`src/hdl/pixel_types_pkg.sv`:
```
package pixel_types_pkg;

	// One colour sample of one channel.
	typedef logic [15:0] channel_t;

	// Red sits in the low word, blue in the high word.
	typedef struct packed {
		channel_t blue;
		channel_t green;
		channel_t red;
	} pixel_t;

	// Row in the upper five bits, column in the lower five.
	typedef logic [9:0] pixel_index_t;

	// Bits 11:10 select the channel, bits 9:0 the pixel.
	typedef logic [15:0] mem_addr_t;

	typedef enum logic [1:0] {
		CH_RED   = 2'b00,
		CH_GREEN = 2'b01,
		CH_BLUE  = 2'b10,
		CH_NONE  = 2'b11
	} channel_sel_t;

	// Luma weights, scaled so that they sum to 256.
	localparam int unsigned LUMA_R = 77;
	localparam int unsigned LUMA_G = 150;
	localparam int unsigned LUMA_B = 29;

endpackage

```
`src/hdl/stats_stream_pkg.sv`:
```
package stats_stream_pkg;

	import pixel_types_pkg::*;

	// A run of count consecutive pixels starting at first; count is 1 to 1024.
	typedef struct packed {
		pixel_index_t first;
		logic [10:0]  count;
	} scan_cmd_t;

	typedef struct packed {
		logic         valid;
		pixel_index_t index;
	} pixel_tag_t;

	typedef struct packed {
		pixel_index_t index;
		channel_t     luma;
		channel_t     chroma;
		logic         grey;
	} pixel_stats_t;

	typedef enum logic {SCAN_IDLE, SCAN_RUN} scan_state_t;

endpackage

```
`src/hdl/pixel_stats_merge.sv`:
```
`timescale 1ns/1ps

module pixel_stats_merge
	import pixel_types_pkg::*, stats_stream_pkg::*;
#(
	parameter channel_t GREY_THRESHOLD = 16'd256
)
(
	input  logic         clk,
	input  logic         rst,
	input  channel_t     luma,
	input  pixel_tag_t   luma_tag,
	input  channel_t     chroma,
	input  pixel_tag_t   chroma_tag,
	output logic         out_valid,
	output pixel_stats_t out_stats
);

	pixel_stats_t record;
	logic         is_grey;

	// A pixel counts as grey when its colour spread stays at or below the threshold.
	assign is_grey = (chroma <= GREY_THRESHOLD);

	always_comb
	begin
		record.index  = luma_tag.index;
		record.luma   = luma;
		record.chroma = chroma;
		record.grey   = is_grey;
	end

	// One record per valid tag; out_valid lasts a single cycle.
	always_ff @(posedge clk or posedge rst)
	begin
		if (rst)
		begin
			out_valid <= 1'b0;
		end
		else
		begin
			out_valid <= luma_tag.valid;
		end
	end

	always_ff @(posedge clk)
	begin
		if (luma_tag.valid)
		begin
			out_stats <= record;
		end
	end

	// Both pipelines have the same depth, so their tags must match.
	assert property (@(posedge clk) disable iff (rst) luma_tag == chroma_tag);

endmodule

```
`config.mk`:
```
export PLATFORM = sky130hd
export DESIGN_NAME = pixel_stats_merge
export DESIGN_NICKNAME = d
export VERILOG_FILES = /design/src/hdl/pixel_types_pkg.sv /design/src/hdl/stats_stream_pkg.sv /design/src/hdl/pixel_stats_merge.sv
export SDC_FILE = /design/constraint.sdc
export NUM_CORES = 1
export LEC_CHECK = 0
export ABC_AREA = 1
export BUFFER_PORTS_ARGS = -buffer_cell sky130_fd_sc_hd__buf_4
export CAP_MARGIN = 40
export CORE_ASPECT_RATIO = 1.4
export CORE_MARGIN = 3
export CORE_UTILIZATION = 38
export CTS_CLUSTER_DIAMETER = 40
export CTS_CLUSTER_SIZE = 40
export DETAILED_ROUTE_END_ITERATION = 10
export HOLD_SLACK_MARGIN = 0.05
export PLACE_DENSITY = 0.73
export SLEW_MARGIN = 0
export SYNTH_ARGS = -nofsm -noshare
export SYNTH_HDL_FRONTEND = slang
export SYNTH_SLANG_ARGS = --single-unit
```
`constraint.sdc`:
```
create_clock -name clk -period 0.8 [get_ports clk]
set_input_delay 0.04 -clock clk [delete_from_list [all_inputs] [get_ports clk]]
set_output_delay 0.04 -clock clk [all_outputs]
set_load 0.02 [all_outputs]
```
# --- Word level (Yosys, flattened, before mapping) ---
# Index checks and enable logic that the tools add are counted.
word_totals:
  register_bits: 44
  out_inout_bits: 44
  input_bits: 56
  elab_cells: 6
op_classes:
  n_lt_le_gt_ge: 1
op_table:
  columns: ["operator", "count"]
  rows:
  - ["less-or-equal comparator 16 x 9 -> 1 bit (second input constant)", 1]

# --- Longest topological paths before layout ---
depth:
  ltp_word: 1
  ltp_mapped: 6
  ltp_nobuf: 6

# --- Least setup slack after synthesis ---
# No wires, ideal clock.
synth_timing:
  path_kind: "input to register"
  startpoint: "input port chroma[8]"
  endpoint: "register out_stats[0] (netlist name), data pin"
  required_ps: 547
  setup_ps: 253
  arrival_time_ps: 250
  cell_stages: 6
  path_buffers: 0
  slack_ps: 297
  cell_sequence: "inv_1 > nor2_1 > nand2_1 > nor2_1 > nand2_1 > nand2_1"
synth_between:
  elab_chain_cells: 1
synth_lines:
  columns: ["element", "line_no", "text"]
  rows:
  - ["start, declared", "pixel_stats_merge.sv:13", "input channel_t chroma,"]
  - ["less-or-equal comparator 16 x 9 -> 1 bit", "pixel_stats_merge.sv:23", "assign is_grey = (chroma <= GREY_THRESHOLD);"]
  - ["net is_grey", "pixel_stats_merge.sv:20", "logic is_grey;"]
  - ["end signal, assigned", "pixel_stats_merge.sv:50", "out_stats <= record;"]
  - ["end, declared", "pixel_stats_merge.sv:16", "output pixel_stats_t out_stats"]
# The timed path passes the listed nets, and every way through them passes these cells.
# A chain may end at the register's enable or synchronous reset.

# --- Final worst setup path ---
layout_timing:
  startpoint: "register out_stats[37] (netlist name)"
  endpoint: "output port out_stats[37] (netlist name)"
# No word-level cell between the ends.

==> run summary <==
The flow ran to the end, but the final reports show violations. The checks that failed: negative setup slack. The run gives 2470 um as the half-perimeter wire length of the detailed placement result. The run gives 0 as the final-report hold violation count. The worst setup path is captured at a primary output.

The tools report the number of non-filler instances in the completed layout as 245. For this run, design rule violations remaining after detail routing come to 0. Grouping stages by cell kind, the critical path spends the most delay in flip-flops. TritonCTS built the clock tree.

The number of input and output port buffers inserted is 88. Following the worst setup path forward leads to its endpoint at out_stats[37]. For this design the static power due to leakage is 1.19 nW. Share of cells above drive strength 1: 0.488. For this run, the slowest stage of the critical path takes 420 ps.

The critical path is of the reg -> out type. The via count of the routed design is 1,099. Max-cap violations in this run came to 0. At the end of routability-driven placement, the weighted congestion stood at 0.713. The standard cell core area is 3470 um2.

The signal on the critical path passes through buf_6. The final cycle utilization of the critical path was 1.12; the sum of buffers and inverters on the critical path was 1. For this run, the post-layout net count is 260. Entering global routing, the biggest net connects 26 pins. The top cell types in the final layout, fill and taps aside, are buf_4, buf_6, dlygate4sd3_1, edfxtp_1, nor2_1. The most critical setup path has its startpoint at out_stats[37].

After clock tree synthesis, the clock-pin slew on the worst setup and hold paths is 80 ps. For the worst setup path, the data required time is 760 ps. The die is 77.9 um tall. Buffers added to address setup during post-CTS repair amount to 0. CTS built an H-tree with a depth of 2.

Data on the critical path arrives at its endpoint at 860 ps. With fillers left out, the area of the finished cells amounts to 2830 um2. Global routing finished with a remaining overflow of 0. The number of placed instances, taps included, is 194.

The number of pins with negative max-slew slack in the final report was 0. The average routed wire per standard cell is 15.8 um, and the count of TritonRoute iterations in the first routing pass is 4. The startpoint identified for the worst hold timing path is luma_tag[10].

The path length in cells of the critical path is 1, and the share of synthesized area occupied by flip-flops and latches is 0.939. The tools report the headroom to the max-slew limit as 0.907. Setup violations remaining at the end of the flow were counted as 44. Setup repair after global routing could not meet its margin everywhere. The buffer cell driving the clock tree root is clkbuf_8. The die span in x was 57.3 um; the number of antenna-violating nets in the routed design was 0.

The number of different library cells in the post-synthesis netlist came out at 7. The transition time of the tightest slew-check pin came out at 139 ps. The run gives 4460 um2 as the die outline area. The tools report the initial antenna violation count as 0.

The yosys synthesis warning count was 0; the first-pass GRT wire length was 6020 um. The synthesized net count is 120. The synthesized area per cell works out to 21.9 um2. Cell with the biggest individual delay on the critical path: edfxtp_1. Peak fanout along the critical path: 1.

Timing analysis after detailed placement gives a worst setup slack of 103 ps. The tools report the largest voltage drop on the vdd net as 0.00138 V. The run gives 3880 um as the routed wire length. The longest clock path from root to sink contains 2 buffers. Timing would allow up to 1120 MHz. The run gives 0.404 as the initial core utilization. The run gives -96.4 ps as the least setup slack across all paths after layout.

The number of cell rows is 25, and the cell area power density is 1810 nW/um2. The tree built by TritonCTS fans out to 44 sinks. Counting flops and latches in the post-synthesis netlist gives 44.

The cell area that synthesis handed to floorplanning was 1400 um2. The run gives 33 as the violation count after the first detailed-route iteration. For the all-layer global routing usage, the log shows 0.188. Once placement finished, the instance area stood at 2150 um2. The cell count after synthesis came out at 64. The layout overhead on the synthesized area is 102%. 0 antenna diodes ended up in the layout.

Shortest period the worst path allows: 896 ps. Dividing the detail-routed via count by the number of cells gives 4.49. The tools report the via count of the first global-routing pass as 1,221. For the number of buffers created by CTS, the log shows 5. The number of placed I/O pins came out at 100.

The path class of the tightest hold or removal check is in -> reg. STA classifies the critical path startpoint as a flip-flop.
## what timing repair did
action	4_1_cts	5_1_grt
resized for setup	42	2
hold endpoints to repair	43	0
hold buffers	43	0
endpoints found under the setup margin	44	44
## where the power goes
part           switching [mW]  leakage [nW]  internal, mW  total, mW
registers              0.0853         0.432          2.73       2.82
clock network           0.685        0.0453         0.592       1.28
logic                   0.430         0.716         0.609       1.04
## worst min-delay path by stage
stage	end	cells after the start
detailed placement	out_valid	2
global placement	out_valid	2
floorplan	out_valid	1
global route	out_valid	2
CTS	out_valid	2
finish	out_valid	2
## cell usage after synthesis
cell type | number | area share
edfxtp_1 | 43 | 0.92
nor2_1 | 8 | 0.021
nand2_1 | 6 | 0.016
nor2_2 | 3 | 0.013
inv_1 | 2 | 0.0054
dfrtp_1 | 1 | 0.018
nand4_1 | 1 | 0.0045
## logic make-up after synthesis
logic type | after synthesis | synth area share
buf+inv | 2 | 0.00536
simple gates | 18 | 0.0554
flops | 44 | 0.939
## sequential cells by signal, indices dropped and copies added (netlist names)
signal     count
out_valid      1
out_stats     43
## layer usage
metal,up-vias,wire length (um),global-route usage
li1,516,-,-
met4,0,55,0.0719
met1,523,1140,0.171
met2,56,2360,0.372
met3,4,313,0.0516
met5,-,0,0
## per-stage QoR
step / setup TNS, ps / utilization / hold slack, ps / total power [mW]
detailed placement: 0 / 0.620 / -102 / 3.60
CTS: -3060 / 0.813 / 69.6 / 5.16
floorplan: 0 / - / -231 / 3.08
global placement: 0 / 0.620 / -115 / 3.57
finish: -2500 / 0.815 / 79.3 / 5.13
global route: -4420 / 0.815 / 72.3 / 5.36
## area by class of cell
type                            count  area [um2]
Sequential cell                    44        1320
Fill cell                         190         642
Timing Repair Buffer              133        1300
Tap cell                           40        50.0
Inverter                            2        7.51
Multi-Input combinational cell     18        77.6
Clock buffer                        5        68.8
Clock inverter                      3        13.8
Power figures use the tool's default switching activity.
