### config.mk
export PLATFORM = sky130hd
export DESIGN_NAME = chroma_unit
export DESIGN_NICKNAME = d
export VERILOG_FILES = /design/src/hdl/pixel_types_pkg.sv /design/src/hdl/stats_stream_pkg.sv /design/src/hdl/chroma_unit.sv
export SDC_FILE = /design/constraint.sdc
export NUM_CORES = 1
export LEC_CHECK = 0
export BUFFER_PORTS_ARGS = -buffer_cell sky130_fd_sc_hd__buf_4
export CAP_MARGIN = 20
export CELL_PAD_IN_SITES_DETAIL_PLACEMENT = 1
export CELL_PAD_IN_SITES_GLOBAL_PLACEMENT = 1
export CORE_MARGIN = 10
export CORE_UTILIZATION = 28
export DETAILED_ROUTE_END_ITERATION = 10
export PLACE_DENSITY_LB_ADDON = 0.1
export SLEW_MARGIN = 10
export SYNTH_ARGS = -nofsm -noshare
export SYNTH_HDL_FRONTEND = slang
export SYNTH_SLANG_ARGS = --single-unit
export TNS_END_PERCENT = 100
### constraint.sdc
create_clock -name clk -period 4.69 [get_ports clk]
set_input_delay 0.938 -clock clk [delete_from_list [all_inputs] [get_ports clk]]
set_output_delay 0.938 -clock clk [all_outputs]
set_load 0.02 [all_outputs]
### src/hdl/pixel_types_pkg.sv
package pixel_types_pkg;

	// One colour sample of one channel.
	typedef logic [15:0] channel_t;

	// Red sits in the low word, blue in the high word.
	typedef struct packed {
		channel_t blue;
		channel_t green;
		channel_t red;
	} pixel_t;

	// Row in the upper five bits, column in the lower five.
	typedef logic [9:0] pixel_index_t;

	// Bits 11:10 select the channel, bits 9:0 the pixel.
	typedef logic [15:0] mem_addr_t;

	typedef enum logic [1:0] {
		CH_RED   = 2'b00,
		CH_GREEN = 2'b01,
		CH_BLUE  = 2'b10,
		CH_NONE  = 2'b11
	} channel_sel_t;

	// Luma weights, scaled so that they sum to 256.
	localparam int unsigned LUMA_R = 77;
	localparam int unsigned LUMA_G = 150;
	localparam int unsigned LUMA_B = 29;

endpackage

### src/hdl/stats_stream_pkg.sv
package stats_stream_pkg;

	import pixel_types_pkg::*;

	// A run of count consecutive pixels starting at first; count is 1 to 1024.
	typedef struct packed {
		pixel_index_t first;
		logic [10:0]  count;
	} scan_cmd_t;

	typedef struct packed {
		logic         valid;
		pixel_index_t index;
	} pixel_tag_t;

	typedef struct packed {
		pixel_index_t index;
		channel_t     luma;
		channel_t     chroma;
		logic         grey;
	} pixel_stats_t;

	typedef enum logic {SCAN_IDLE, SCAN_RUN} scan_state_t;

endpackage

### src/hdl/chroma_unit.sv
`timescale 1ns/1ps

module chroma_unit
	import pixel_types_pkg::*, stats_stream_pkg::*;
(
	input  logic       clk,
	input  logic       rst,
	input  pixel_t     pixel_in,
	input  pixel_tag_t tag_in,
	output channel_t   chroma,
	output pixel_tag_t tag_out
);

	channel_t   max_rg;
	channel_t   min_rg;
	channel_t   max_ch;
	channel_t   min_ch;
	pixel_tag_t tag_mid;

	always_comb
	begin
		max_rg = (pixel_in.red > pixel_in.green) ? pixel_in.red : pixel_in.green;
		min_rg = (pixel_in.red < pixel_in.green) ? pixel_in.red : pixel_in.green;
	end

	always_ff @(posedge clk or posedge rst)
	begin
		if (rst)
		begin
			tag_mid <= '0;
			tag_out <= '0;
		end
		else
		begin
			tag_mid <= tag_in;
			tag_out <= tag_mid;
		end
	end

	// Stage one keeps the extremes, stage two their spread.
	always_ff @(posedge clk)
	begin
		max_ch <= (max_rg > pixel_in.blue) ? max_rg : pixel_in.blue;
		min_ch <= (min_rg < pixel_in.blue) ? min_rg : pixel_in.blue;
	end

	always_ff @(posedge clk)
	begin
		chroma <= max_ch - min_ch;
	end

endmodule

### Word level (Yosys, flattened, before mapping)

Cells that the tools add are included.

* word-level logic and storage cells: 16
* bits of input ports: 61
* output and inout port bits: 27
* register bits: 70

* $lt $le $gt $ge: 4
* multiplexer cells: 4
* $add $sub $neg: 1

Operators by type and width (count)
* 2-to-1 mux 16 bit: 4
* greater-than comparator 16 bit: 2
* less-than comparator 16 bit: 2
* subtractor 16 bit: 1

### Longest topological paths before layout

* word-level depth: 4
* depth in mapped cells: 19
* mapped depth without buffers: 16

### Least setup slack after synthesis

No wires, ideal clock.

* path kind: input port to flip-flop
* start point: input pixel_in[31] (netlist name)
* end point: register max_ch[10]
* data arrival time: 4857 ps
* path slack: -288 ps
* required time: 4569 ps
* library setup time: 121 ps
* stages on the path: 18
* cells stage by stage: inv_1 -> ha_1 -> nand4_2 -> nor4_4 -> o21ai_2 -> and3_4 -> buf_6 -> a21oi_4 -> buf_6 -> mux2_4 -> ha_1 -> nor2b_1 -> o21a_1 -> o211ai_1 -> a311oi_1 -> o21ai_1 -> clkbuf_1 -> mux2_2

* longest elaborated chain between the ends: 4

Ends and longest elaborated chain
* from (decl): line chroma_unit.sv:8 `input pixel_t pixel_in,`
* greater-than comparator 16 bit: line chroma_unit.sv:22 `max_rg = (pixel_in.red > pixel_in.green) ? pixel_in.red : pixel_in.green;`
* 2-to-1 mux 16 bit *: line chroma_unit.sv:22
* greater-than comparator 16 bit: line chroma_unit.sv:43 `max_ch <= (max_rg > pixel_in.blue) ? max_rg : pixel_in.blue;`
* 2-to-1 mux 16 bit *: line chroma_unit.sv:43
* to (signal assigned): line chroma_unit.sv:43
* to (decl): line chroma_unit.sv:16 `channel_t max_ch;`

Mark *: on every way between the ends. The rest lies on a longest branch, timed or not.

### Final worst setup path

* start point: input pixel_in[11] (netlist name)
* end point: register min_ch[7]

* longest elaborated chain between the ends: 4

Ends and longest elaborated chain
* less-than comparator 16 bit: line chroma_unit.sv:23 `min_rg = (pixel_in.red < pixel_in.green) ? pixel_in.red : pixel_in.green;`
* 2-to-1 mux 16 bit *: line chroma_unit.sv:23
* less-than comparator 16 bit: line chroma_unit.sv:44 `min_ch <= (min_rg < pixel_in.blue) ? min_rg : pixel_in.blue;`
* 2-to-1 mux 16 bit *: line chroma_unit.sv:44
* to (signal assigned): line chroma_unit.sv:44
* to (decl): line chroma_unit.sv:17 `channel_t min_ch;`

Marks and branches as above.

==> results.ini <==
[status]
outcome=finished clean

[cts]
tritoncts.num_buffers=9
clock_insertion_delay_worst_skew_ns=0.35
cts.path.max_buffers=2
hold_buffers=0
clk_pin_slew_ns=0.06
cts.root.buffer_cell=clkbuf_16
tritoncts_clock_tree=built
clock_sink_count=70
cts_max_level=3

[place]
dp.cells=711
gp_routability_congestion=0.792
portBuffers=87
dp_hpwl_mm=10.7
place_area_um2=5410

[detailed_routing]
drt-pass1-iter-count=4
routed-via-count=3372
vias_per_cell=4.63
postRouteWirelength_mm=12.4
routedWlPerCell_um=17.1
post-route-drc-count=0
antenna_violating_nets_post_route=0
drt_iter0_drc=66

[power_and_ir_drop]
powerDensity_nw_per_um2=440
ir_drop_uv=177
power.leakage_uw=0.00286

[setup_path]
timing.reg2reg.worst_path_depth=10
critPathArrivalTime_ns=4.78
reg2reg_slack_ns=2.20
setup.worst_path.end_class=register
rr_startpoint=max_ch[0]$_DFF_P_
path_class=in -> reg
crit_path_start=pixel_in[11]
crit_path_end=min_ch[7]$_DFF_P_
startpoint_type=primary input
worstPathRequired_ns=4.92
critical_path_peak_fanout=6
worst_r2r_endpoint=chroma[14]$_DFF_P_

[layout]
area_growth_pct=33.7
final_cell_count_no_fill=728
fin_nets=659
final_cell_area_um2=5720
n_antenna_cell=0
final_layout_size_suffix_gt1_share_pct=39.1

[die]
start_util_pct=28.3
die_x_um=144
die-height_um=144
placement_rows=45
dieArea_um2=20600
num_io_pins=88
placeableCoreArea_um2=15100

[sta]
grt_setup_unrepaired=no
timing.max_slew.rel_slack_pct=47.7
skew_ns=0.0113
crit_path_time_final_ns=4.55
clock.fmax_mhz=220
final-max-slew-violation-count=0
total_setup_violations_reported_at_the_end_of_the_flow=0
finalHoldViolations=0
worst-slew-pin-transition_ns=0.783
final_min_period_over_clock_period_pct=97.0

[global_routing]
grt_max_degree=23
initial_antenna_violation_count=0
overflow_left_after_global_routing=0
global_route.usage.total_pct=12.4
global_route_wire_length_before_repair_mm=19.8
grt_pass1_vias=3817

[yosys]
dominantRegCellSynth=dfxtp_1
most_frequent_cell_after_synthesis=ha_1
synth-edff-count=0
synth_top_cells_by_area=dfxtp_1, ha_1, dfrtp_1
post_synth_inst_count=403
total_number_of_yosys_warnings=0
synth.ff_latch_count=70
post_synth_num_cell_types=49
synth_top_area_share_pct=22.5
synth.cells.most_frequent=ha_1, inv_1, dfxtp_1
synth_area_leader_cell=dfxtp_1
share_of_synthesized_area_occupied_by_flip_flops_and_latches_pct=35.3
synth.cell_area_um2=4280
synth_fp_nets=527
synth_async_sr_flop_share_pct=31.4
synth_area_per_cell_um2=10.6

[worst_hold_path]
timing.hold.worst.class=reg -> reg

[run]
max-cap-violations=0

## placed cells by master, fill, tap and decap left out, drive strengths merged, types with 3 or more instances in the layout
cell type  netlist  final
nor2            13     13
dfrtp           22     22
a21oi           20     20
and3             3      3
xnor2           11     11
nor3             4      4
inv             56     60
o21a             7      7
dfxtp           48     48
mux2            60     60
ha              62     62
a21o             7      7
clkbuf           1      9
nand2           17     17
or3              3      3
nand2b           3      3
nand4            7      7
buf              3    125
o211ai           6      6
nand3            3      3
o21ai           17     17
nor4             4      4
nor2b            3      3
## per-stage QoR
step	total power (uW)	TNS [ns]	hold WS (ns)	util, %	setup slack (ns)
5_1_grt	2700	0	0.357	37.9	0.000432
3_5_place_dp	1880	-6.85	0.336	35.9	-0.278
3_3_place_gp	1870	-4.02	0.332	35.9	-0.212
2_1_floorplan	1480	0	0.331	-	0.00952
6_report	2520	0	0.346	37.9	0.142
4_1_cts	2560	0	0.349	37.8	0.0646
## layer usage
| layer | part of all wire (%) | global-route usage (%) | wire, um | vias up |
|---|---|---|---|---|
| met3 | 4.6 | 2.71 | 575 | 18 |
| met5 | 0 | 0 | 0 | - |
| met1 | 45 | 14.9 | 5640 | 1591 |
| met4 | 2.8 | 6.23 | 344 | 0 |
| met2 | 47 | 20.5 | 5860 | 69 |
| li1 | - | - | - | 1694 |
## report_power, final
group | internal, uW | switching, uW
registers | 743 | 38.8
logic | 527 | 541
clock network | 369 | 299
total | 1640 | 879
## timing repair
action | in CTS | in global routing
setup buffers | 0 | 1
endpoints found under the setup margin | 0 | 30
resized for setup | 0 | 7
## state kept, by name, summed over array words and instances, names as in the netlist
register	count
tag_out	11
tag_mid	11
chroma	16
min_ch	16
max_ch	16
## cell families after synthesis
kind of cell / synth area share [%]
compound gates: 12.5
xor+xnor: 2.46
fa+ha+maj: 18.6
buf+inv: 6.00
flops: 35.3
mux: 17.7
simple gates: 7.43
## worst min path at each step
stage	startpoint	to	slack [ns]	cells after the start
after floorplan	tag_mid[0]$_DFF_PP0_	tag_out[0]$_DFF_PP0_	0.33	0
after global routing	tag_mid[5]$_DFF_PP0_	tag_out[5]$_DFF_PP0_	0.36	0
final	tag_mid[2]$_DFF_PP0_	tag_out[2]$_DFF_PP0_	0.35	0
after CTS	tag_mid[2]$_DFF_PP0_	tag_out[2]$_DFF_PP0_	0.35	0
after global placement	tag_mid[6]$_DFF_PP0_	tag_out[6]$_DFF_PP0_	0.33	0
after detailed placement	tag_mid[5]$_DFF_PP0_	tag_out[5]$_DFF_PP0_	0.34	0
## layout make-up
class                           instances  area (um^2)
Clock buffer                            9          225
Clock inverter                          7         62.6
Fill cell                            1735         9370
Inverter                               56          210
Multi-Input combinational cell        273         2520
Sequential cell                        70         1510
Tap cell                              188          235
Timing Repair Buffer                  125          955
## critical path, stage by stage
cell and delay [ns]:
buf_4 0.12, ha_1 0.34, nand4_1 0.24, nor2_1 0.10, a221oi_2 0.30, and3_4 0.28, buf_6 0.14, mux2_2 0.37
ha_1 0.31, or3_1 0.38, o211ai_1 0.18, a21oi_1 0.12, a211o_1 0.31, a21boi_4 0.16, buf_4 0.17, mux2_4 0.30
(Power assumes the default switching activity.)
