===== src/hdl/pixel_types_pkg.sv =====
package pixel_types_pkg;

	// One colour sample of one channel.
	typedef logic [15:0] channel_t;

	// Red sits in the low word, blue in the high word.
	typedef struct packed {
		channel_t blue;
		channel_t green;
		channel_t red;
	} pixel_t;

	// Row in the upper five bits, column in the lower five.
	typedef logic [9:0] pixel_index_t;

	// Bits 11:10 select the channel, bits 9:0 the pixel.
	typedef logic [15:0] mem_addr_t;

	typedef enum logic [1:0] {
		CH_RED   = 2'b00,
		CH_GREEN = 2'b01,
		CH_BLUE  = 2'b10,
		CH_NONE  = 2'b11
	} channel_sel_t;

	// Luma weights, scaled so that they sum to 256.
	localparam int unsigned LUMA_R = 77;
	localparam int unsigned LUMA_G = 150;
	localparam int unsigned LUMA_B = 29;

endpackage


===== src/hdl/stats_stream_pkg.sv =====
package stats_stream_pkg;

	import pixel_types_pkg::*;

	// A run of count consecutive pixels starting at first; count is 1 to 1024.
	typedef struct packed {
		pixel_index_t first;
		logic [10:0]  count;
	} scan_cmd_t;

	typedef struct packed {
		logic         valid;
		pixel_index_t index;
	} pixel_tag_t;

	typedef struct packed {
		pixel_index_t index;
		channel_t     luma;
		channel_t     chroma;
		logic         grey;
	} pixel_stats_t;

	typedef enum logic {SCAN_IDLE, SCAN_RUN} scan_state_t;

endpackage


===== src/hdl/frame_scan.sv =====
`timescale 1ns/1ps

module frame_scan
	import pixel_types_pkg::*, stats_stream_pkg::*;
#(
	parameter int CREDITS = 4
)
(
	input  logic       clk,
	input  logic       rst,
	input  logic       start,
	input  scan_cmd_t  scan_cmd,
	input  logic       credit_return,
	output logic       busy,
	output logic       read_pixel_signal,
	output mem_addr_t  read_pixel_addr,
	output pixel_tag_t issue_tag
);

	scan_state_t  state;
	pixel_index_t cur_index;
	logic [10:0]  remaining;
	logic [3:0]   credits;
	logic         issue;

	assign busy  = (state == SCAN_RUN);
	assign issue = busy && (credits != 4'd0);

	assign read_pixel_signal = issue;
	assign read_pixel_addr   = {6'd0, cur_index};
	assign issue_tag.valid   = issue;
	assign issue_tag.index   = cur_index;

	always_ff @(posedge clk or posedge rst)
	begin
		if (rst)
		begin
			state     <= SCAN_IDLE;
			cur_index <= '0;
			remaining <= '0;
		end
		else if (state == SCAN_IDLE)
		begin
			if (start)
			begin
				state     <= SCAN_RUN;
				cur_index <= scan_cmd.first;
				remaining <= scan_cmd.count;
			end
		end
		else if (issue)
		begin
			// The index is ten bits wide, so it wraps from 1023 to 0 by itself.
			cur_index <= cur_index + 10'd1;
			remaining <= remaining - 11'd1;
			if (remaining == 11'd1)
			begin
				state <= SCAN_IDLE;
			end
		end
	end

	// An issue and a return in the same cycle leave the count unchanged.
	always_ff @(posedge clk or posedge rst)
	begin
		if (rst)
		begin
			credits <= 4'(CREDITS);
		end
		else if (credit_return && !issue)
		begin
			credits <= credits + 4'd1;
		end
		else if (issue && !credit_return)
		begin
			credits <= credits - 4'd1;
		end
	end

	// The consumer cannot hold more records than it was granted.
	assert property (@(posedge clk) disable iff (rst) credits <= 4'(CREDITS));
	assert property (@(posedge clk) disable iff (rst)
		credit_return |-> (credits != 4'(CREDITS)));

endmodule


===== config.mk =====
export PLATFORM = sky130hd
export DESIGN_NAME = frame_scan
export DESIGN_NICKNAME = d
export VERILOG_FILES = /design/src/hdl/pixel_types_pkg.sv /design/src/hdl/stats_stream_pkg.sv /design/src/hdl/frame_scan.sv
export SDC_FILE = /design/constraint.sdc
export NUM_CORES = 1
export LEC_CHECK = 0
export BUFFER_PORTS_ARGS = -buffer_cell sky130_fd_sc_hd__buf_4
export CAP_MARGIN = 20
export CORE_UTILIZATION = 45
export DETAILED_ROUTE_END_ITERATION = 16
export GPL_TIMING_DRIVEN = 0
export PLACE_DENSITY_LB_ADDON = 0.25
export SLEW_MARGIN = 15
export SYNTH_ARGS = -nofsm -noshare
export SYNTH_HDL_FRONTEND = slang
export SYNTH_SLANG_ARGS = --single-unit

===== constraint.sdc =====
create_clock -name clk -period 6.4 [get_ports clk]
set_input_delay 0 -clock clk [delete_from_list [all_inputs] [get_ports clk]]
set_output_delay 0 -clock clk [all_outputs]
set_load 0.01 [all_outputs]

Word-level counts from Yosys, hierarchy flattened
Index checks and enable logic that the tools add are counted.
- bits in registers: 26
- output and inout bits: 29
- muxes and demuxes: 12
- reduce and logical (&&, ||, !) cells: 9
- equal/unequal tests: 2
- add/sub/neg operators: 4
- operators with widths (cell ; number):
    2-to-1 mux 11 bit ; 3
    2-to-1 mux 10 bit ; 3
    == test 11 x 1 -> 1 bit, second input constant ; 1
    subtractor 11 x 1 -> 11 bit, second input constant ; 1
    adder 10 x 1 -> 10 bit, second input constant ; 1
    2-to-1 mux 4 bit ; 2
    adder 4 x 1 -> 4 bit, second input constant ; 1
    2-to-1 mux 1 bit ; 4
    nonzero test 2 bit ; 2
    nonzero test 4 bit ; 1
    subtractor 4 x 1 -> 4 bit, second input constant ; 1
    logical AND 1 bit ; 3
    logical NOT 1 bit ; 2
    != test 2 x 1 -> 1 bit, second input constant ; 1
    AND reduction 2 bit ; 1

Logic depth before layout (Yosys ltp)
Gate-level depths: netlist (run 1).
- depth after elaboration: 5
- depth in mapped cells: 10
- mapped depth without buffers: 9

Worst setup path after synthesis (run 1)
OpenSTA, ideal clock, no wires.
- kind: register to register
- start: register credits[0]
- end: register credits[3]
- path buffers: 0
- required time: 6.274 ns
- stages on the path, launching flop included: 10
- arrival time: 2.605 ns
- clock period less this slack: 2.731 ns
- setup slack: 3.669 ns
- cell sequence: dfrtp_1 -> or4_4 -> nand2_2 -> ha_1 -> inv_1 -> ha_1 -> a21o_1 -> a2111oi_0 -> a31oi_1 -> a221o_1
- cells in the longest elaborated chain, start to end: 5
- elaborated cells between the ends (all ways): 10
- those cells by class: add/sub (2); mux (2); reduce/logical (6)
- RTL lines (what ; RTL line ; source):
    from (decl) ; frame_scan.sv:23 ; logic [3:0] credits;
    from (signal assigned) ; frame_scan.sv:68 ; credits <= 4'(CREDITS);
    from (signal assigned) ; frame_scan.sv:72 ; credits <= credits + 4'd1;
    from (signal assigned) ; frame_scan.sv:76 ; credits <= credits - 4'd1;
    branches (longest 5 deep; another with subtractor 4 x 1 -> 4 bit) ; n/a ;
Parallel ways; which one is timed is not known. The select of a mux whose other input is x is not followed.
A chain may end at the register's enable or synchronous reset.

Worst setup path in the final report (run 1)
- start: register credits[3]
- end: register credits[3]
Same word-level chain as after synthesis.

==> impl_results.md, run 1 <==
* H-tree depth at 1
* Hold WC Path Type: in2reg
* IO Pins at 54
* Critical path, cell by cell: or4_4 > nand2_2 > ha_1 > inv_1 > ha_1 > a21o_1 > a2111oi_0 > a31oi_1 > a221o_1
* Adder-cell share of the synthesized area at 0.0514
* Synth area leader: dfrtp_1
* Root Driver: clkbuf_8
* Type of the worst setup path: reg2reg
* Multiplexer share of the synthesized area at 0.0399
* Simple-gate share of the synthesized area at 0.210
* Failing checks: negative hold slack
* Placeable core area at 3800 um^2
* Commonest cells post-synth: 25 x dfrtp_1, 17 x a21oi_1, 17 x buf_4
* Critical Path RT at 6.57 ns
* Mapped Area at 1850 um^2
* Post-Synth XOR/XNOR Area at 0.0426
* EDFF count, synth at 0
* # DRC at 0
* Pwr dens at 425 nW/um^2
* Clock skew at 0.00784 ns
* Static Leak at 1.07 nW
* Register Area at 652 um^2
* Initial antenna violation count at 0
* CTS tree: done
* Count of pins over their slew limit at 0
* Vias per std cell at 5.29
* Die area at 4370 um^2
* Warnings, synthesis at 0
* Worst Max-Slew Pin Slew at 0.556 ns
* Setup tns final at 0 ns
* Vias at 1630
* Post-route ant nets at 0
* Slowest cell on the critical path: or4_4
* Synth Register Bits at 26
* Initial Util at 0.487
* Row count at 22
* First-pass GRT wire length at 6.88 mm
* CTS buffer count at 3
* Chip Width at 66.1 um
* Setup Viol. Count Final at 0
* Maximum VDD drop at 0.210 mV
* Share of layout cells above drive strength 1 at 0.331
* Hold buffers post-CTS at 5
* Syn_area_per_cell at 9.34 um^2
* Filler cells at 331
* First-pass DRT Iterations at 4
* Synth top area share at 0.338
* Setup Fix Bufs, Post-CTS at 0
* Status: finished, violations left
* Antenna diode count at 0
* RSZ-0062 raised after global routing: false
* Worst EP arrival at 3.11 ns
* Slew HR at 0.626
* CP Max Fanout at 6
* Gate count of the mapped netlist at 198
* Hpwl dp at 3.02 mm
* Most common cell in the netlist: dfrtp_1
* Skew-Pair Late Insertion Delay at 0.28 ns
* Async set-reset flop share out of synthesis at 1.00
* Peak Freq at 341 MHz
* Worst Setup End Kind: flop
* DR iter-0 viols at 96
* Clk sinks at 26
* Hold_ws at -0.000529 ns
* Largest family of logic cells by synthesized area: simple AND/OR/NAND/NOR gates
* Clock transition at path regs at 0.10 ns
* Ys flop type: dfrtp_1
* Seq/Total Area, Yosys at 0.353
* Vert. Die Dim at 66.1 um
* Max cap viols at 0
* Top cell by count, worst path: ha_1
* WL/cell at 13.7 um
* Fin nets at 293
* Post-cts repair resize count at 0
* Buffers on Ports at 46
* CP peak stage delay at 0.63 ns
* P&R area growth vs syn at 30.6%
* Final Util at 0.636
* CP startpoint kind: flop
* Total GRT Usage at 0.206
* Final Cycle Share at 0.459
* Cell variety after synth at 53
* Hold Violations, Final at 1
* Largest cells by area after synthesis: dfrtp_1 34%, buf_4 6.9%, a21oi_1 4.6%, ha_1 4.1%, xnor2_1 3.8%
* Clock buffer depth at 2
* Area fraction in compound gates after synthesis at 0.200
* Post-layout min period at 2.94 ns
* GR Overflow Total at 0
* Multi-input gate area in the final layout at 1030 um^2
* Routability-driven placement congestion ratio at 0.780
* Vias in the first global route at 1478
* Final WL at 4.22 mm
* Largest net degree at the start of global routing at 27
[area by class of cell]
| cell class | count | area share |
|---|---|---|
| Multi-Input combinational cell | 145 | 0.426 |
| Sequential cell | 26 | 0.270 |
| Timing Repair Buffer | 53 | 0.179 |
| Buffer | 25 | 0.0663 |
| Tap cell | 48 | 0.0249 |
| Clock buffer | 4 | 0.0228 |
| Inverter | 7 | 0.0109 |
[logic make-up (layout without fill, tap and decap cells)]
group,after synthesis,after routing
compound gates,54,54
xor+xnor,9,9
fa+ha+maj,7,7
buf+inv,32,89
flops,26,26
mux,7,7
other cells,1,6
simple gates,62,62
[cells in the final DEF, fill, tap and decap left out, drive strengths merged, types with 7 or more instances in the layout]
cell / count
xnor2: 8
o21ai: 8
nand3: 8
buf: 66
a21oi: 18
clkbuf: 10
dfrtp: 25
nand2: 13
a211oi: 7
inv: 7
nor2: 9
[state kept, by name, summed over array words and instances, names as in the netlist]
name / count
busy: 1
cur_index: 10
credits: 4
remaining: 11
[worst paths after layout]
| check | startpoint | endpoint | slack [ns] | depth (start not counted) |
|---|---|---|---|---|
| min reg2reg | remaining[7] | remaining[7] | 0.52 | 1 |
| max reg2reg | credits[3] | credits[3] | 3.46 | 9 |
| max in group asynchronous | rst | cur_index[6] | 5.62 | 4 |
| min | scan_cmd[16] | cur_index[5] | -0.0005 | 3 |
| min in group asynchronous | rst | remaining[4] | 0.32 | 3 |
| max | credits[3] | credits[3] | 3.46 | 9 |
[metrics by stage]
step           std cells  hold slack (ns)  area [um^2]  setup slack (ns)  power, W
2_1_floorplan        203           0.0393         1870              3.67  0.000727
3_3_place_gp         297            0.224         2270              3.51  0.000900
5_1_grt              308          0.00235         2420              3.26   0.00111
4_1_cts              306          0.00181         2380              3.45   0.00103
6_report             308        -0.000529         2420              3.46   0.00103
3_5_place_dp         297            0.229         2270              3.45  0.000915
[critical path, delay by kind of cell (launching register included)]
kind	cells	cell delay, ns
buf+inv	1	0.11
compound gates	4	1.02
simple gates	2	0.75
fa+ha+maj	2	0.47
flops	1	0.48
[power breakdown]
group          leakage, nW  switching [W]  total [W]  internal (W)
registers            0.299       0.000130   0.000376      0.000246
clock network       0.0288      0.0000545   0.000110     0.0000551
logic                0.737       0.000240   0.000542      0.000302
total                 1.07       0.000424    0.00103      0.000603
[metal layers]
layer | GRT usage | up-vias | wire (um)
li1 | - | 817 | -
met4 | 0.0372 | 0 | 18
met3 | 0.0431 | 2 | 181
met5 | 0 | - | 0
met1 | 0.279 | 772 | 2060
met2 | 0.341 | 39 | 1960
No activity file was read; power rests on OpenSTA's default activity.
==> inputs of run 2 (changes only) <==
==> constraint.sdc (replaced) <==
create_clock -name clk -period 2.9 [get_ports clk]
set_input_delay 0 -clock clk [delete_from_list [all_inputs] [get_ports clk]]
set_output_delay 0 -clock clk [all_outputs]
set_load 0.01 [all_outputs]
==> impl_results.md, run 2 (synthesized netlist as in run 1, its figures left out) <==
* Fin nets at 297 (+1.4%)
* Vias at 1648 (+1.1%)
* FF-to-FF path depth at 9 (unchanged)
* WHS Path Cells at 3 (unchanged)
* Status: finished, violations left
* Final Cycle Share at 0.936 (+0.477)
* Row count at 22 (unchanged)
* Total GRT Usage at 0.208 (+0.00109)
* Hold WC Path Type: in2reg
* Post-route ant nets at 0 (unchanged)
* Failing checks: negative hold slack
* Slowest cell on the critical path: or4_4
* Clock transition at path regs at 0.10 ns (about the same)
* R2r startpoint: credits[0]
* Crit path launch: credits[0]
* Pwr dens at 946 nW/um^2 (+120%)
* Top Registers: remaining: 11 flops, cur_index: 10 flops, credits: 4 flops
* Vert. Die Dim at 66.1 um (unchanged)
* P&R area growth vs syn at 33.0%
* Max reg flops at 11 (unchanged)
* RSZ-0062 raised after global routing: false
* Crit path buf inv count at 1 (unchanged)
* Pre-CTS setup slack at -0.0491 ns (-3.50 ns)
* CTS tree: done
* Vias per std cell at 5.28 (-0.19%)
* DR iter-0 viols at 101 (+5.2%)
* Most frequent cells in the layout: 67 x buf_4, 22 x dfrtp_1, 17 x a21oi_1, 12 x nand2_1, 9 x nor2_1
* GR Overflow Total at 0 (unchanged)
* Clock buffer depth at 2 (unchanged)
* Static Leak at 1.08 nW (+1.4%)
* Final WL at 4.21 mm (-0.24%)
* Peak Freq at 368 MHz (+8.2%)
* Most common cell after layout, fill and taps aside: buf_4
* Hold Violations, Final at 1 (unchanged)
* Slew HR at 0.629 (+0.00290)
* Worst Setup End Kind: flop
* Placeable core area at 3800 um^2 (unchanged)
* IO Pins at 54 (unchanged)
* Chip Width at 66.1 um (unchanged)
* Crit path max-delay family: compound AO/OA/AOI/OAI gates
* Hold path endpoint: cur_index[5]
* # DRC at 0 (unchanged)
* Total Power at 0.00233 W (+130%)
* Hold_ws at -0.000904 ns (-0.000375 ns)
* First-pass GRT wire length at 6.92 mm (+0.60%)
* Vias in the first global route at 1484 (+0.41%)
* Worst Hold Launch: scan_cmd[16]
* CP peak stage delay at 0.58 ns (-0.05 ns)
* Share of layout cells above drive strength 1 at 0.364 (+0.0329)
* First-pass DRT Iterations at 4 (unchanged)
* Buffers on Ports at 46 (unchanged)
* Routability-driven placement congestion ratio at 0.780 (unchanged)
* Initial antenna violation count at 0 (unchanged)
* Largest Register: remaining
* Max cap viols at 0 (unchanged)
* Post-layout min period at 2.71 ns (-0.222 ns)
* Largest net degree at the start of global routing at 27 (unchanged)
* Critical path, cell by cell: or4_4 > nand2_2 > ha_2 > inv_2 > ha_1 > a21o_1 > a2111oi_2 > a31oi_1 > a221o_1
* CP Max Fanout at 5 (-1)
* WL/cell at 13.5 um (-1.5%)
* Critical Path RT at 3.07 ns (-3.50 ns)
* Maximum VDD drop at 0.493 mV (+130%)
* Filler cells at 324 (-2.1%)
* Type of the worst setup path: reg2reg
* CTS buffer count at 3 (unchanged)
* Worst EP arrival at 2.88 ns (-0.23 ns)
* CP startpoint kind: flop
* Initial Util at 0.487 (unchanged)
* H-tree depth at 1 (unchanged)
* Setup Viol. Count Final at 0 (unchanged)
* Worst Max-Slew Pin Slew at 0.552 ns (-0.00432 ns)
* Count of pins over their slew limit at 0 (unchanged)
* Die area at 4370 um^2 (unchanged)
* Antenna diode count at 0 (unchanged)
* Final worst setup slack at 0.186 ns (-3.28 ns)
* Clock skew at 0.00771 ns (-0.000126 ns)
* Worst reg2reg path endpoint: credits[3]
* Reg2Reg Setup Slack at 0.19 ns (-3.28 ns)
* Root Driver: clkbuf_8
* Clk sinks at 26 (unchanged)
* Hpwl dp at 3.02 mm (unchanged)
* Skew-Pair Late Insertion Delay at 0.28 ns (about the same)
## run 2: worst min-delay path: stages
cell      delay, ns
buf_4          0.07
a211oi_1       0.05
a21oi_1        0.10
## run 2: where the power goes
| part | total, W | internal [W] | leakage [nW] | switching [W] |
|---|---|---|---|---|
| clock network | 0.000240 | 0.000122 | 0.0288 | 0.000119 |
| logic | 0.00127 | 0.000705 | 0.755 | 0.000562 |
| registers | 0.000818 | 0.000548 | 0.296 | 0.000270 |
## run 2: repair_timing
action                                  4_1_cts  5_1_grt
hold buffers                                  5        1
pin swaps                                     0        2
endpoints found under the hold margin         5        9
resized for setup                             4        3
endpoints found under the setup margin        1        1
setup buffers                                 0        4
## run 2: layout make-up
type / instances / area, um^2 / share of cell area
multi-input cells: 145 / 1040 / 0.422
flip-flops and latches: 26 / 656 / 0.267
repair buffers: 57 / 463 / 0.188
plain buffers: 25 / 160 / 0.0651
well taps: 48 / 60.1 / 0.0244
clock buffers: 4 / 55.1 / 0.0224
inverters: 7 / 26.3 / 0.0107
## run 2: through the flow
step	setup TNS [ns]	instances	hold slack [ns]	area [um^2]	utilization
6_report	0	312	-0.000904	2460	0.647
5_1_grt	0	312	0.00247	2460	0.647
4_1_cts	0	306	0.00181	2390	0.628
3_5_place_dp	-0.0491	297	0.229	2270	0.598
3_3_place_gp	0	297	0.224	2270	0.598
2_1_floorplan	0	203	0.0393	1870	-
## run 2: metal layers
layer  GRT usage  share of wire  routed length (um)
met5           0              0                   0
met2       0.341           0.48                2010
met4      0.0372         0.0043                  18
met1       0.283           0.47                2000
met3      0.0431          0.043                 180
## run 2: how the worst max path moves through the flow
stage | to | slack, ns | depth (start not counted)
3_3_place_gp | credits[3] | 0.01 | 9
3_5_place_dp | credits[3] | -0.05 | 9
2_1_floorplan | credits[3] | 0.17 | 9
5_1_grt | credits[3] | 0.04 | 9
4_1_cts | credits[3] | 0.004 | 9
6_report | credits[3] | 0.19 | 9
==> inputs of run 3 (changes only) <==
--- a/config.mk
+++ b/config.mk
@@ -5,7 +5,7 @@
 export SDC_FILE = /design/constraint.sdc
 export NUM_CORES = 1
 export LEC_CHECK = 0
-export BUFFER_PORTS_ARGS = -buffer_cell sky130_fd_sc_hd__buf_4
+export BUFFER_PORTS_ARGS = -buffer_cell sky130_fd_sc_hd__buf_2
 export CAP_MARGIN = 20
 export CORE_UTILIZATION = 45
 export DETAILED_ROUTE_END_ITERATION = 16
==> impl_results.md, run 3 (synthesized netlist as in run 1, its figures left out) <==
* Status: finished clean
* Worst Max-Slew Pin Slew at 0.543 ns (-0.00899 ns)
* Setup Viol. Count Final at 0 (unchanged)
* Initial Util at 0.487 (unchanged)
* Vias at 1641 (-0.42%)
* IO Pins at 54 (unchanged)
* Total GRT Usage at 0.202 (-0.00510)
* Clk sinks at 26 (unchanged)
* Worst Setup End Kind: flop
* Chip Width at 66.1 um (unchanged)
* CTS buffer count at 3 (unchanged)
* Antenna diode count at 0 (unchanged)
* Post-layout min period at 2.73 ns (+0.0162 ns)
* Max reg flops at 11 (unchanged)
* Hold Violations, Final at 0 (-1)
* GR Overflow Total at 0 (unchanged)
* Routability-driven placement congestion ratio at 0.751 (-3.8%)
* Most frequent cells in the layout: 48 x buf_2, 22 x dfrtp_1, 20 x buf_4, 17 x a21oi_1, 12 x nand2_1
* RSZ-0062 raised after global routing: false
* Worst EP arrival at 2.90 ns (+0.02 ns)
* Top Registers: remaining: 11 flops, cur_index: 10 flops, credits: 4 flops
* Max cap viols at 0 (unchanged)
* Die area at 4370 um^2 (unchanged)
* Crit path buf inv count at 1 (unchanged)
* Buffers on Ports at 46 (unchanged)
* Peak Freq at 366 MHz (-0.59%)
* Final WL at 4.18 mm (-0.67%)
* Share of layout cells above drive strength 1 at 0.352 (-0.0116)
* Post-route ant nets at 0 (unchanged)
* Placed insts at 297 (unchanged)
* Largest net degree at the start of global routing at 27 (unchanged)
* Initial antenna violation count at 0 (unchanged)
* CTS tree: done
* CP Max Fanout at 5 (unchanged)
* Clock skew at 0.0134 ns (+0.00565 ns)
* Most common cell after layout, fill and taps aside: buf_2
* Count of pins over their slew limit at 0 (unchanged)
* First-pass DRT Iterations at 4 (unchanged)
* Largest Register: remaining
* Non-Filler Instances at 315 (+0.96%)
* WL/cell at 13.3 um (-1.6%)
* First-pass GRT wire length at 6.81 mm (-1.6%)
* Hpwl dp at 2.97 mm (-1.5%)
* Row count at 22 (unchanged)
* Crit path max-delay family: compound AO/OA/AOI/OAI gates
* DR iter-0 viols at 86 (-15%)
* Hold WC Path Type: in2reg
* Static Leak at 1.05 nW (-3.2%)
* Skew-Pair Late Insertion Delay at 0.28 ns (about the same)
* Clock buffer depth at 2 (unchanged)
* Clock transition at path regs at 0.10 ns (about the same)
* Type of the worst setup path: reg2reg
* Critical path, cell by cell: or4_4 > nand2_2 > ha_4 > inv_2 > ha_1 > a21o_1 > a2111oi_4 > a31oi_1 > a221o_1
* Total Power at 0.00223 W (-3.9%)
* Vert. Die Dim at 66.1 um (unchanged)
* CP peak stage delay at 0.60 ns (+0.02 ns)
* Slowest cell on the critical path: or4_4
* Maximum VDD drop at 0.510 mV (+3.4%)
* Fin nets at 300 (+1.0%)
* Placeable core area at 3800 um^2 (unchanged)
* Critical Path RT at 3.07 ns (about the same)
* Root Driver: clkbuf_8
* Final Cycle Share at 0.941 (+0.00560)
* H-tree depth at 1 (unchanged)
* Vias per std cell at 5.21 (-1.4%)
* CP startpoint kind: flop
* Vias in the first global route at 1459 (-1.7%)
* Slew HR at 0.635 (+0.00604)
* # DRC at 0 (unchanged)
* P&R area growth vs syn at 29.2%
* Pwr dens at 936 nW/um^2 (-1.1%)
==> run 3: changes by cell type in the layout (fill, tap and decap cells not counted) <==
cell	delta
buf_4	-47
buf_2	+46
dlygate4sd3_1	+4
a2111oi_2	-1
a2111oi_4	+1
clkbuf_1	+1
clkbuf_8	-1
ha_2	-1
ha_4	+1
==> run 3: routing by layer <==
metal | GRT usage | vias to the layer above | routed length (um)
li1 | - | 836 | -
met1 | 0.266 | 763 | 1990
met2 | 0.341 | 40 | 2000
met3 | 0.0431 | 2 | 170
met4 | 0.0399 | 0 | 23
met5 | 0 | - | 0
==> run 3: tightest hold or removal path, cell delays in order <==
cell and delay [ns]:
buf_2 0.08, a211oi_1 0.05, a21oi_1 0.10
==> run 3: cell type report <==
type | instances | area (um^2)
Inverter | 7 | 26.3
Timing Repair Buffer | 60 | 380
Multi-Input combinational cell | 145 | 1060
Fill cell | 345 | 1410
Tap cell | 48 | 60.1
Buffer | 25 | 160
Sequential cell | 26 | 656
Clock buffer | 4 | 45.0
==> run 3: worst paths after layout <==
path                            endpoint  cells past startpoint  slack [ns]         start
max                           credits[3]                      9        0.17    credits[3]
min                         cur_index[8]                      3       0.005  scan_cmd[19]
max reg2reg                   credits[3]                      9        0.17    credits[3]
min reg2reg                 remaining[7]                      1        0.53  remaining[7]
max in group asynchronous     credits[2]                      4        2.05           rst
min in group asynchronous  remaining[10]                      3        0.29           rst
==> run 3: report_power, final <==
group | leakage (nW) | switching (W) | internal, W
sequential | 0.296 | 0.000264 | 0.000548
combinational | 0.727 | 0.000570 | 0.000634
clock | 0.0228 | 0.000120 | 0.0000986
==> run 3: stage by stage <==
step	util	setup WS, ns	instance area [um^2]	TNS, ns	hold WS, ns
final	0.629	0.170	2390	0	0.00517
after global routing	0.629	0.0501	2390	0	0.0176
after CTS	0.605	0.00615	2300	0	0.000456
after detailed placement	0.568	-0.0321	2160	-0.0321	0.237
after global placement	0.568	0.00673	2160	0	0.222
after floorplan	-	0.169	1870	0	0.0393
==> run 3: what timing repair did <==
| item | in CTS | in global routing |
|---|---|---|
| endpoints found under the setup margin | 1 | 1 |
| endpoints found under the hold margin | 21 | 1 |
| hold buffers | 9 | 1 |
| pin swaps | 0 | 0 |
| gates resized for setup | 3 | 6 |
| setup buffers | 0 | 3 |
